[config.mk]
export PLATFORM = sky130hd
export DESIGN_NAME = multiplierTop
export DESIGN_NICKNAME = d
export VERILOG_FILES = /design/src/multiplierPkg.sv /design/src/addSubUnit.sv /design/src/hexDriver.sv /design/src/multControl.sv /design/src/multiplierTop.sv /design/src/shiftReg.sv
export VERILOG_INCLUDE_DIRS = /design/src
export SDC_FILE = /design/constraint.sdc
export NUM_CORES = 1
export LEC_CHECK = 0
export ABC_CLOCK_PERIOD_IN_PS = 5200
export BUFFER_PORTS_ARGS = -buffer_cell sky130_fd_sc_hd__buf_2
export CORE_UTILIZATION = 50
export DETAILED_ROUTE_END_ITERATION = 10
export GPL_TIMING_DRIVEN = 0
export PLACE_DENSITY_LB_ADDON = 0.12
export SLEW_MARGIN = 5
export SYNTH_ARGS = -nofsm -noshare
export SYNTH_HDL_FRONTEND = slang
export SYNTH_SLANG_ARGS = --single-unit
[constraint.sdc]
create_clock -name Clk -period 5.2 [get_ports Clk]
set_clock_uncertainty 0.2 [all_clocks]
set_input_delay 1.04 -clock Clk [delete_from_list [all_inputs] [get_ports Clk]]
set_output_delay 1.04 -clock Clk [all_outputs]
set_load 0.01 [all_outputs]
[src/multiplier_defs.svh]
// Width constants for the signed add-shift multiplier.
// The datapath is written for 8-bit operands and a 9-bit adder.
// Other operand widths are not supported by the control or the display.

`ifndef MULTIPLIER_DEFS_SVH
`define MULTIPLIER_DEFS_SVH

// operand width of S, A and B
`define MULT_WIDTH 8

// one segment per bit, active low, bit 6 is segment g
`define SEG_WIDTH 7

`endif

[src/multiplierPkg.sv]
// Shared types for the multiplier control and datapath.
// The control unit produces one command word per cycle.
// Each datapath block decodes only the fields it needs.

package multiplierPkg;

    // control sequence, two states per multiplier bit
    typedef enum logic [2:0] {
        idle       = 3'd0,
        clearStart = 3'd1,
        addStep    = 3'd2,
        shiftStep  = 3'd3,
        done       = 3'd4
    } ctrlState_e;

    // adder operation on A and S
    typedef enum logic [1:0] {
        opNone = 2'b00,
        opAdd  = 2'b01,
        opSub  = 2'b10
    } aluOp_e;

    // command word to the datapath
    typedef struct packed {
        logic   clearA;
        logic   loadB;
        logic   loadA;
        aluOp_e aluOp;
        logic   shift;
    } ctrlCmd_t;

endpackage

[src/addSubUnit.sv]
// Sign-extended add or subtract of S with A, one bit wider than the operands.
// X takes the sign of the sum on every add or subtract.
// X is left alone during shifts, so it feeds back into A as a sign bit.

`timescale 1ns/1ps

`include "multiplier_defs.svh"

module addSubUnit (
    input  logic                   Clk,
    input  logic                   arstN,
    input  logic [`MULT_WIDTH-1:0] s,
    input  logic [`MULT_WIDTH-1:0] a,
    input  multiplierPkg::ctrlCmd_t cmd,
    output logic [`MULT_WIDTH:0]   sum,
    output logic                   x
);

    import multiplierPkg::*;

    logic [`MULT_WIDTH:0] aExt;
    logic [`MULT_WIDTH:0] sExt;
    logic [`MULT_WIDTH:0] operand;

    assign aExt = {a[`MULT_WIDTH-1], a};
    assign sExt = {s[`MULT_WIDTH-1], s};

    // two's complement of S for the last step
    always_comb begin
        if (cmd.aluOp == opSub) begin
            operand = ~sExt + 1'b1;
        end else begin
            operand = sExt;
        end
    end

    assign sum = aExt + operand;

    // sign flip-flop
    always_ff @(posedge Clk or negedge arstN) begin
        if (!arstN) begin
            x <= 1'b0;
        end else if (cmd.clearA) begin
            x <= 1'b0;
        end else if (cmd.aluOp != opNone) begin
            x <= sum[`MULT_WIDTH];
        end
    end

endmodule

[src/hexDriver.sv]
// Hex digit to seven-segment decoder.
// Outputs are active low, bit 0 is segment a and bit 6 is segment g.

`timescale 1ns/1ps

`include "multiplier_defs.svh"

module hexDriver (
    input  logic [3:0]            nibble,
    output logic [`SEG_WIDTH-1:0] seg
);

    always_comb begin
        case (nibble)
            4'h0: seg = 7'b1000000;
            4'h1: seg = 7'b1111001;
            4'h2: seg = 7'b0100100;
            4'h3: seg = 7'b0110000;
            4'h4: seg = 7'b0011001;
            4'h5: seg = 7'b0010010;
            4'h6: seg = 7'b0000010;
            4'h7: seg = 7'b1111000;
            4'h8: seg = 7'b0000000;
            4'h9: seg = 7'b0010000;
            // letters, b and d in lower case
            4'hA: seg = 7'b0001000;
            4'hB: seg = 7'b0000011;
            4'hC: seg = 7'b1000110;
            4'hD: seg = 7'b0100001;
            4'hE: seg = 7'b0000110;
            default: seg = 7'b0001110;
        endcase
    end

endmodule

[src/multControl.sv]
// Control FSM for the signed add-shift multiplier.
// run and clearALoadB are plain levels sampled on Clk, with no synchroniser.
// A run takes 17 edges after the edge that samples run in idle.
// The machine waits in done until run has been low for one edge.

`timescale 1ns/1ps

`include "multiplier_defs.svh"

module multControl (
    input  logic                  Clk,
    input  logic                  arstN,
    input  logic                  run,
    input  logic                  clearALoadB,
    input  logic                  m,
    output multiplierPkg::ctrlCmd_t cmd
);

    import multiplierPkg::*;

    localparam int idxWidth = $clog2(`MULT_WIDTH);
    localparam logic [idxWidth-1:0] lastBit = idxWidth'(`MULT_WIDTH - 1);

    ctrlState_e            state;
    ctrlState_e            nextState;
    logic [idxWidth-1:0]   bitIdx;

    // state register
    always_ff @(posedge Clk or negedge arstN) begin
        if (!arstN) begin
            state <= idle;
        end else begin
            state <= nextState;
        end
    end

    // bit counter, restarted with every run
    always_ff @(posedge Clk or negedge arstN) begin
        if (!arstN) begin
            bitIdx <= '0;
        end else if (state == clearStart) begin
            bitIdx <= '0;
        end else if (state == shiftStep) begin
            bitIdx <= bitIdx + 1'b1;
        end
    end

    // next state
    always_comb begin
        nextState = state;
        case (state)
            idle: begin
                if (run) begin
                    nextState = clearStart;
                end
            end
            clearStart: begin
                nextState = addStep;
            end
            addStep: begin
                nextState = shiftStep;
            end
            shiftStep: begin
                if (bitIdx == lastBit) begin
                    nextState = done;
                end else begin
                    nextState = addStep;
                end
            end
            done: begin
                // hold the product until run drops
                if (!run) begin
                    nextState = idle;
                end
            end
            default: begin
                nextState = idle;
            end
        endcase
    end

    // command word
    always_comb begin
        cmd.clearA = 1'b0;
        cmd.loadB  = 1'b0;
        cmd.loadA  = 1'b0;
        cmd.aluOp  = opNone;
        cmd.shift  = 1'b0;
        case (state)
            idle: begin
                // loading B also clears A and X
                cmd.clearA = clearALoadB;
                cmd.loadB  = clearALoadB;
            end
            clearStart: begin
                cmd.clearA = 1'b1;
            end
            addStep: begin
                if (m) begin
                    cmd.loadA = 1'b1;
                    // sign bit of the multiplier has negative weight
                    if (bitIdx == lastBit) begin
                        cmd.aluOp = opSub;
                    end else begin
                        cmd.aluOp = opAdd;
                    end
                end
            end
            shiftStep: begin
                cmd.shift = 1'b1;
            end
            default: begin
                cmd.shift = 1'b0;
            end
        endcase
    end

endmodule

[src/multiplierTop.sv]
// Top level of the 8-bit signed add-shift multiplier.
// The 16-bit product ends in A:B, high byte in aVal, low byte in bVal.
// Board inputs are used as they come, no debouncing or synchronising.
// A new run multiplies the current bVal by s.

`timescale 1ns/1ps

`include "multiplier_defs.svh"

module multiplierTop (
    input  logic                   Clk,
    input  logic                   arstN,
    input  logic                   run,
    input  logic                   clearALoadB,
    input  logic [`MULT_WIDTH-1:0] s,
    output logic [`SEG_WIDTH-1:0]  aHexU,
    output logic [`SEG_WIDTH-1:0]  aHexL,
    output logic [`SEG_WIDTH-1:0]  bHexU,
    output logic [`SEG_WIDTH-1:0]  bHexL,
    output logic [`MULT_WIDTH-1:0] aVal,
    output logic [`MULT_WIDTH-1:0] bVal,
    output logic                   x
);

    import multiplierPkg::*;

    ctrlCmd_t             cmd;
    logic [`MULT_WIDTH:0] sum;
    logic                 aShiftOut;
    // current multiplier bit, B bit 0
    logic                 m;

    multControl controlUnit (
        .Clk         (Clk),
        .arstN       (arstN),
        .run         (run),
        .clearALoadB (clearALoadB),
        .m           (m),
        .cmd         (cmd)
    );

    // high byte, shifts in the sign from X
    shiftReg regA (
        .Clk      (Clk),
        .arstN    (arstN),
        .clear    (cmd.clearA),
        .load     (cmd.loadA),
        .shiftEn  (cmd.shift),
        .shiftIn  (x),
        .d        (sum[`MULT_WIDTH-1:0]),
        .shiftOut (aShiftOut),
        .q        (aVal)
    );

    // multiplier, then low byte of the product
    shiftReg regB (
        .Clk      (Clk),
        .arstN    (arstN),
        .clear    (1'b0),
        .load     (cmd.loadB),
        .shiftEn  (cmd.shift),
        .shiftIn  (aShiftOut),
        .d        (s),
        .shiftOut (m),
        .q        (bVal)
    );

    addSubUnit addUnit (
        .Clk   (Clk),
        .arstN (arstN),
        .s     (s),
        .a     (aVal),
        .cmd   (cmd),
        .sum   (sum),
        .x     (x)
    );

    hexDriver hexAU (.nibble(aVal[7:4]), .seg(aHexU));
    hexDriver hexAL (.nibble(aVal[3:0]), .seg(aHexL));
    hexDriver hexBU (.nibble(bVal[7:4]), .seg(bHexU));
    hexDriver hexBL (.nibble(bVal[3:0]), .seg(bHexL));

endmodule

[src/shiftReg.sv]
// Register with synchronous clear, parallel load and right shift.
// Priority is clear, then load, then shift.
// shiftOut is bit 0, the bit that leaves on the next shift.

`timescale 1ns/1ps

`include "multiplier_defs.svh"

module shiftReg (
    input  logic                   Clk,
    input  logic                   arstN,
    input  logic                   clear,
    input  logic                   load,
    input  logic                   shiftEn,
    input  logic                   shiftIn,
    input  logic [`MULT_WIDTH-1:0] d,
    output logic                   shiftOut,
    output logic [`MULT_WIDTH-1:0] q
);

    always_ff @(posedge Clk or negedge arstN) begin
        if (!arstN) begin
            q <= '0;
        end else if (clear) begin
            q <= '0;
        end else if (load) begin
            q <= d;
        end else if (shiftEn) begin
            // new bit enters at the top
            q <= {shiftIn, q[`MULT_WIDTH-1:1]};
        end
    end

    assign shiftOut = q[0];

endmodule
* Word level (Yosys, flattened, before mapping)
Memory sizes are Yosys's and may differ from the RTL's.
Cells that the tools add are included.
** Word-level totals
- Input port bits :: 12
- ROM bits :: 448
- Flip-flop bits (word level) :: 23
- Memories kept :: 4
** Memories
- (name not given) :: words 16, width 7, rd ports 1, clocked after Yosys merged registers in 0, write ports 0, line hexDriver.sv:14 : case (nibble)
- (name not given) :: words 16, width 7, rd ports 1, clocked after Yosys merged registers in 0, write ports 0, line hexDriver.sv:14
- (name not given) :: words 16, width 7, rd ports 1, clocked after Yosys merged registers in 0, write ports 0, line hexDriver.sv:14
- (name not given) :: words 16, width 7, rd ports 1, clocked after Yosys merged registers in 0, write ports 0, line hexDriver.sv:14
** Cells by class
- Bitwise operators :: 1
- Muxes and demuxes :: 20
- Equality and inequality tests :: 8
- Reductions and logical operators :: 7
- Add/subtract/negate cells :: 3
** Operator list (count)
- $mux 8 :: 5
- $mux 3 :: 7
- $pmux 3 s5 :: 1
- $add 9x1->9 const B :: 1
- $add 9x9->9 :: 1
- $mux 9 :: 1
- $not 9->9 :: 1
- $reduce_bool 2->1 :: 4
- $eq 3x2->1 const B :: 2
- $eq 3x3->1 const B :: 2
- $mux 1 :: 4
- $ne 2x2->1 const B :: 2
- $add 3x1->3 const B :: 1
- $eq 3x1->1 const B :: 1
- $logic_not 3->1 :: 1
- $reduce_bool 3->1 :: 1
- $eq 2x2->1 const B :: 1
- $mux 2 :: 1
- $pmux 1 s2 :: 1
- $reduce_and 2->1 :: 1

* Depth between registers and ports, before layout
- Word-level depth :: 9
- Mapped depth :: 12
- Mapped depth without buffers :: 11

* Modules after synthesis
A second synthesis with hierarchy kept.
** Second synthesis, totals
- Cells, all modules :: 312
- Area total of the unflattened synthesis :: 2860.2 µm²
** Modules (own cells, without submodules)
- shiftReg :: times used 2, seq. area each 200.2 µm², area an instance 416.6 µm², cells an instance 36
- hexDriver (hexAU ...) :: times used 3, seq. area each 0.0 µm², area an instance 275.3 µm², cells an instance 32
- addSubUnit :: times used 1, seq. area each 25.0 µm², area an instance 595.6 µm², cells an instance 77
- multControl :: times used 1, seq. area each 150.1 µm², area an instance 331.6 µm², cells an instance 31
- hexDriver (hexAL) :: times used 1, seq. area each 0.0 µm², area an instance 270.3 µm², cells an instance 35
- multiplierTop :: times used 1, seq. area each 0.0 µm², area an instance 3.8 µm², cells an instance 1

* Least setup slack after synthesis
No wires, ideal clock.
- Path type :: input port to flip-flop
- Start :: input s[0]
- End :: register regA.q[7]
- Slack :: 1.993 ns
- Library setup time :: 0.130 ns
- Required time :: 4.870 ns
- Data arrival time :: 2.877 ns
- Stages :: 10
- Cell sequence :: inv_1 -> ha_1 -> nor3b_1 -> a21oi_1 -> xor2_1 -> ha_1 -> and3_1 -> a221oi_1 -> xor2_1 -> o21ai_0
** Between the ends
- Word-level cells in the longest chain between the ends :: 6
** RTL lines
- start: declaration :: line multiplierTop.sv:15 : input logic [`MULT_WIDTH-1:0] s,
- $not 9->9 :: line addSubUnit.sv:31 : operand = ~sExt + 1'b1;
- $add 9x1->9 :: line addSubUnit.sv:31
- $mux 9 * :: line addSubUnit.sv:30 : if (cmd.aluOp == opSub) begin
- $add 9x9->9 * :: line addSubUnit.sv:37 : assign sum = aExt + operand;
- $mux 8 * :: line shiftReg.sv:26 : end else if (load) begin
- $mux 8 * :: line shiftReg.sv:24 : end else if (clear) begin
- end signal: assignment :: line shiftReg.sv:30 : q <= {shiftIn, q[`MULT_WIDTH-1:1]};
- end: declaration :: line shiftReg.sv:18 : output logic [`MULT_WIDTH-1:0] q
Mark *: on every way between the ends. The rest lies on a longest branch, timed or not.
A chain may end at the register's enable or synchronous reset.

* Final worst setup path
- Start :: register regB.q[0]
- End :: register addUnit.x
** Between the ends
- Word-level cells in the longest chain between the ends :: 7
** RTL lines
- start: declaration :: line shiftReg.sv:18
- start signal: assignment :: line shiftReg.sv:30
- $mux 3 * :: line multControl.sv:99 : if (m) begin
- $mux 3 * :: line multControl.sv:89 : case (state)
- $eq 2x2->1 :: line addSubUnit.sv:30
- $mux 9 :: line addSubUnit.sv:30
- $add 9x9->9 :: line addSubUnit.sv:37
- $mux 1 :: line addSubUnit.sv:45 : end else if (cmd.aluOp != opNone) begin
- $mux 1 :: line addSubUnit.sv:43 : end else if (cmd.clearA) begin
- end signal: assignment :: line addSubUnit.sv:46 : x <= sum[`MULT_WIDTH];
- end: declaration :: line addSubUnit.sv:16 : output logic x
Mark *: on every way between the ends. The rest lies on a longest branch, timed or not. The select of a mux whose other input is x is not followed.

==> summary.txt <==
Route
  – Drt total wl: slightly above 6000 um
  – DR vias/cell: 5.493
  – Via count: 2,505
  – Post-DRT Antenna Nets: 0
  – First-pass DRT Iterations: 4
  – Wire per inst: 13.43 um
  – DRT iter0 DRCs: 142
  – # DRC: 0

Power and ir drop
  – Combinational Power Share: 0.718
  – Pleak: 1.466 nW
  – Maximum VDD drop: between 0.2 and 0.3 mV
  – Pwr dens: approximately 560 nW/um^2
  – Switching share of total power: 0.5179
  – Reg power frac: 0.212
  – Internal Pwr Total: 811.1 uW
  – Clock network power share: 0.070
  – Design Power: 1.683 mW
  – Switching power total: 871.4 uW

Clock network
  – CTS tree: yes
  – Clock Tree Buf Depth: 2
  – CTS clock-pin slew for the worst setup and hold paths: 0.09 ns
  – Hold_buf cts: 0
  – Post_cts resized: 0
  – Num CTS Buffers: 3
  – Worst-Skew Late Latency: approximately 0.27 ns
  – Clock sink total: 23
  – CTS HTree Levels: 1
  – Root buffer cell: clkbuf_8
  – Setup Buffers After CTS: 0

Final layout
  – Layout net count: 440
  – Layout area overhead: 15.67%
  – Area of the multi-input gates: 1888 um^2
  – Commonest non-fill, non-tap cell in the layout: buf_2
  – N_diodes: 0
  – Layout cell share with drive strength beyond 1: 0.1928
  – Register Area: approximately 580 um^2
  – Final cell count without fillers: 456
  – Most frequent cells in the layout: buf_2 (60), nand2_1 (46), ha_1 (37)
  – Filler Cell Count: 492

Synth
  – Post-synthesis area per instance: 7.960 um^2
  – Post-synth EDFFs: 0
  – Async set-reset flop share out of synthesis: 1.000
  – Synthesized Nets: 379
  – Synth Register Bits: 23
  – Synthesized netlist cell count: ~330
  – Distinct cells, synth: 45
  – Synth warn: 0
  – Synthesized area: 2619 um^2
  – Sequential share of the synthesized area: 0.2198
  – Main synth FF type: dfrtp_1

Timing
  – Setup TNS: 0 ns
  – Slew @ Worst Pin: 0.5909 ns
  – Final setup fails: 0
  – RSZ-0062 raised after global routing: false
  – Slew Limit Fails: 0
  – Slew margin rel.: 0.6044
  – Part of the cycle the worst path needs: 0.6631
  – Final min period: 3.448 ns
  – Fmax: 290.0 MHz
  – Final Hold Fails: 0

Worst setup path
  – Critical Path Fanout Max: 8
  – CP arrival: 3.39 ns
  – CP Data Required Time: a little over 5 ns
  – CP Capture Type: flop
  – RR Startpoint: regB.q[0]$_DFFE_PN0P_
  – RR Endpoint: addUnit.x$_DFFE_PN0P_
  – Worst Reg-to-Reg Cells: 11
  – Critical Path Source: regB.q[0]$_DFFE_PN0P_
  – R2R Setup Slk: 1.75 ns
  – CP Class: flop to flop
  – Startpoint types: flop

GRT
  – Initial antenna violation count: 0
  – First-pass GRT wire length: 9825 um
  – Total gr overflow: 0
  – GRT Total Usage: 0.2274
  – Pin count of the biggest net entering global routing: 24
  – Number of global-route vias before repair: 2,176

Placement
  – Dpl cells: between 400 and 500
  – Detail Placement HPWL: roughly 4700 um
  – I/O Buffers: 56
  – Routability cong.: 0.8281

Worst hold path
  – Hold path depth: 2
  – Hold endpoint: controlUnit.bitIdx[1]$_DFFE_PN0P_
  – Hold crit path type: flop to flop
  – Hold_sp: controlUnit.bitIdx[1]$_DFFE_PN0P_

Floorplanning
  – Starting Density: 0.5367
  – Core box area: about 4900 um^2
  – Die width: 74.37 um
  – Die Y: 74.37 um
  – Die footprint: 5531 um^2
  – I/O Pins: 57
  – Row count: 25

Outcome
  – Status: finished clean

Job
  – Max-cap check violation count: 0
-- state kept, by name (all words and copies together) (netlist names) --
register            flops
regB.q                  8
addUnit.x               1
controlUnit.bitIdx      3
regA.q                  8
controlUnit.state       3
-- metal layers --
metal,global-route usage,share of wire,vias to the layer above
met1,0.3207,0.48,1144
met2,0.3604,0.45,70
met4,0.07547,0.019,0
li1,-,-,1277
met5,0,0,-
met3,0.02846,0.045,14
-- worst max-delay path, stage by stage (launching register included) --
cell and delay (ns):
dfrtp_1 0.40, buf_4 0.20, nand2_1 0.11, nor3_4 0.31
nand3_1 0.28, a31oi_1 0.25, xor2_1 0.25, ha_1 0.32
a2111o_1 0.41, o21ai_0 0.33, xor2_1 0.18, a21oi_1 0.08
-- metrics by stage --
stage / hold WS, ns / setup slack [ns] / cell area [um^2] / util
after floorplan: 0.2538 / 1.993 / 2619 / -
after CTS: 0.3036 / 1.787 / 3029 / 0.6208
after detailed placement: 0.2829 / 1.536 / 2983 / 0.6113
final: 0.3057 / 1.752 / 3029 / 0.6208
after global placement: 0.2715 / 1.562 / 2983 / 0.6113
after global routing: 0.3534 / 1.565 / 3029 / 0.6208
-- worst max path at each step --
| stage | end | slack (ns) |
|---|---|---|
| global route | addUnit.x$_DFFE_PN0P_ | 1.56 |
| floorplan | regA.q[7]$_DFFE_PN0P_ | 1.99 |
| detailed placement | addUnit.x$_DFFE_PN0P_ | 1.54 |
| finish | addUnit.x$_DFFE_PN0P_ | 1.75 |
| CTS | addUnit.x$_DFFE_PN0P_ | 1.79 |
| global placement | addUnit.x$_DFFE_PN0P_ | 1.56 |
-- area by class of cell --
cell class                      instances  area share
Multi-Input combinational cell        271      0.6233
Sequential cell                        23      0.1900
Timing Repair Buffer                   56     0.09252
Buffer                                 20     0.03263
Tap cell                               67     0.02767
Inverter                               15     0.01859
Clock buffer                            3     0.01363
Clock inverter                          1    0.001652
-- logic make-up after synthesis --
kind of cell / count (synthesis) / share of synthesized area
xor gates and xnor gates: 13 / 0.04348
buffers and inverters: 35 / 0.05924
DFF: 23 / 0.2198
AOI/OAI and AO/OA: 101 / 0.2370
adders and majority gates: 38 / 0.1844
and+or+nand+nor: 109 / 0.2174
muxes: 10 / 0.03870
-- Yosys cell counts, types with 2 or more instances --
library cell,n,area [um^2]
xor2_1,10,87.58
dfrtp_1,23,575.6
and3_1,2,12.51
ha_1,37,462.9
a21oi_1,30,150.1
xnor2_1,3,26.28
a2111o_1,2,22.52
nand2b_1,10,62.56
a21o_1,3,22.52
a22oi_1,12,90.09
buf_4,3,22.52
a31oi_1,6,37.54
nor2b_1,8,50.05
mux2i_1,9,90.09
nor2_1,19,71.32
a211oi_1,3,22.52
o21ai_0,33,165.2
inv_1,15,56.30
nor3b_1,5,37.54
a221oi_1,2,17.52
nand2_1,46,172.7
nor3_1,8,40.04
buf_2,4,20.02
clkbuf_1,12,45.04
nand3b_1,4,30.03
-- power groups by stage --
stage,sequential (mW),clock (mW),combinational (mW)
after CTS,0.356,0.118,1.21
final,0.357,0.117,1.21
after global placement,0.359,0,1.19
after detailed placement,0.360,0,1.20
after global routing,0.373,0.129,1.36
after floorplan,0.355,0,0.840
Power figures use the tool's default switching activity.
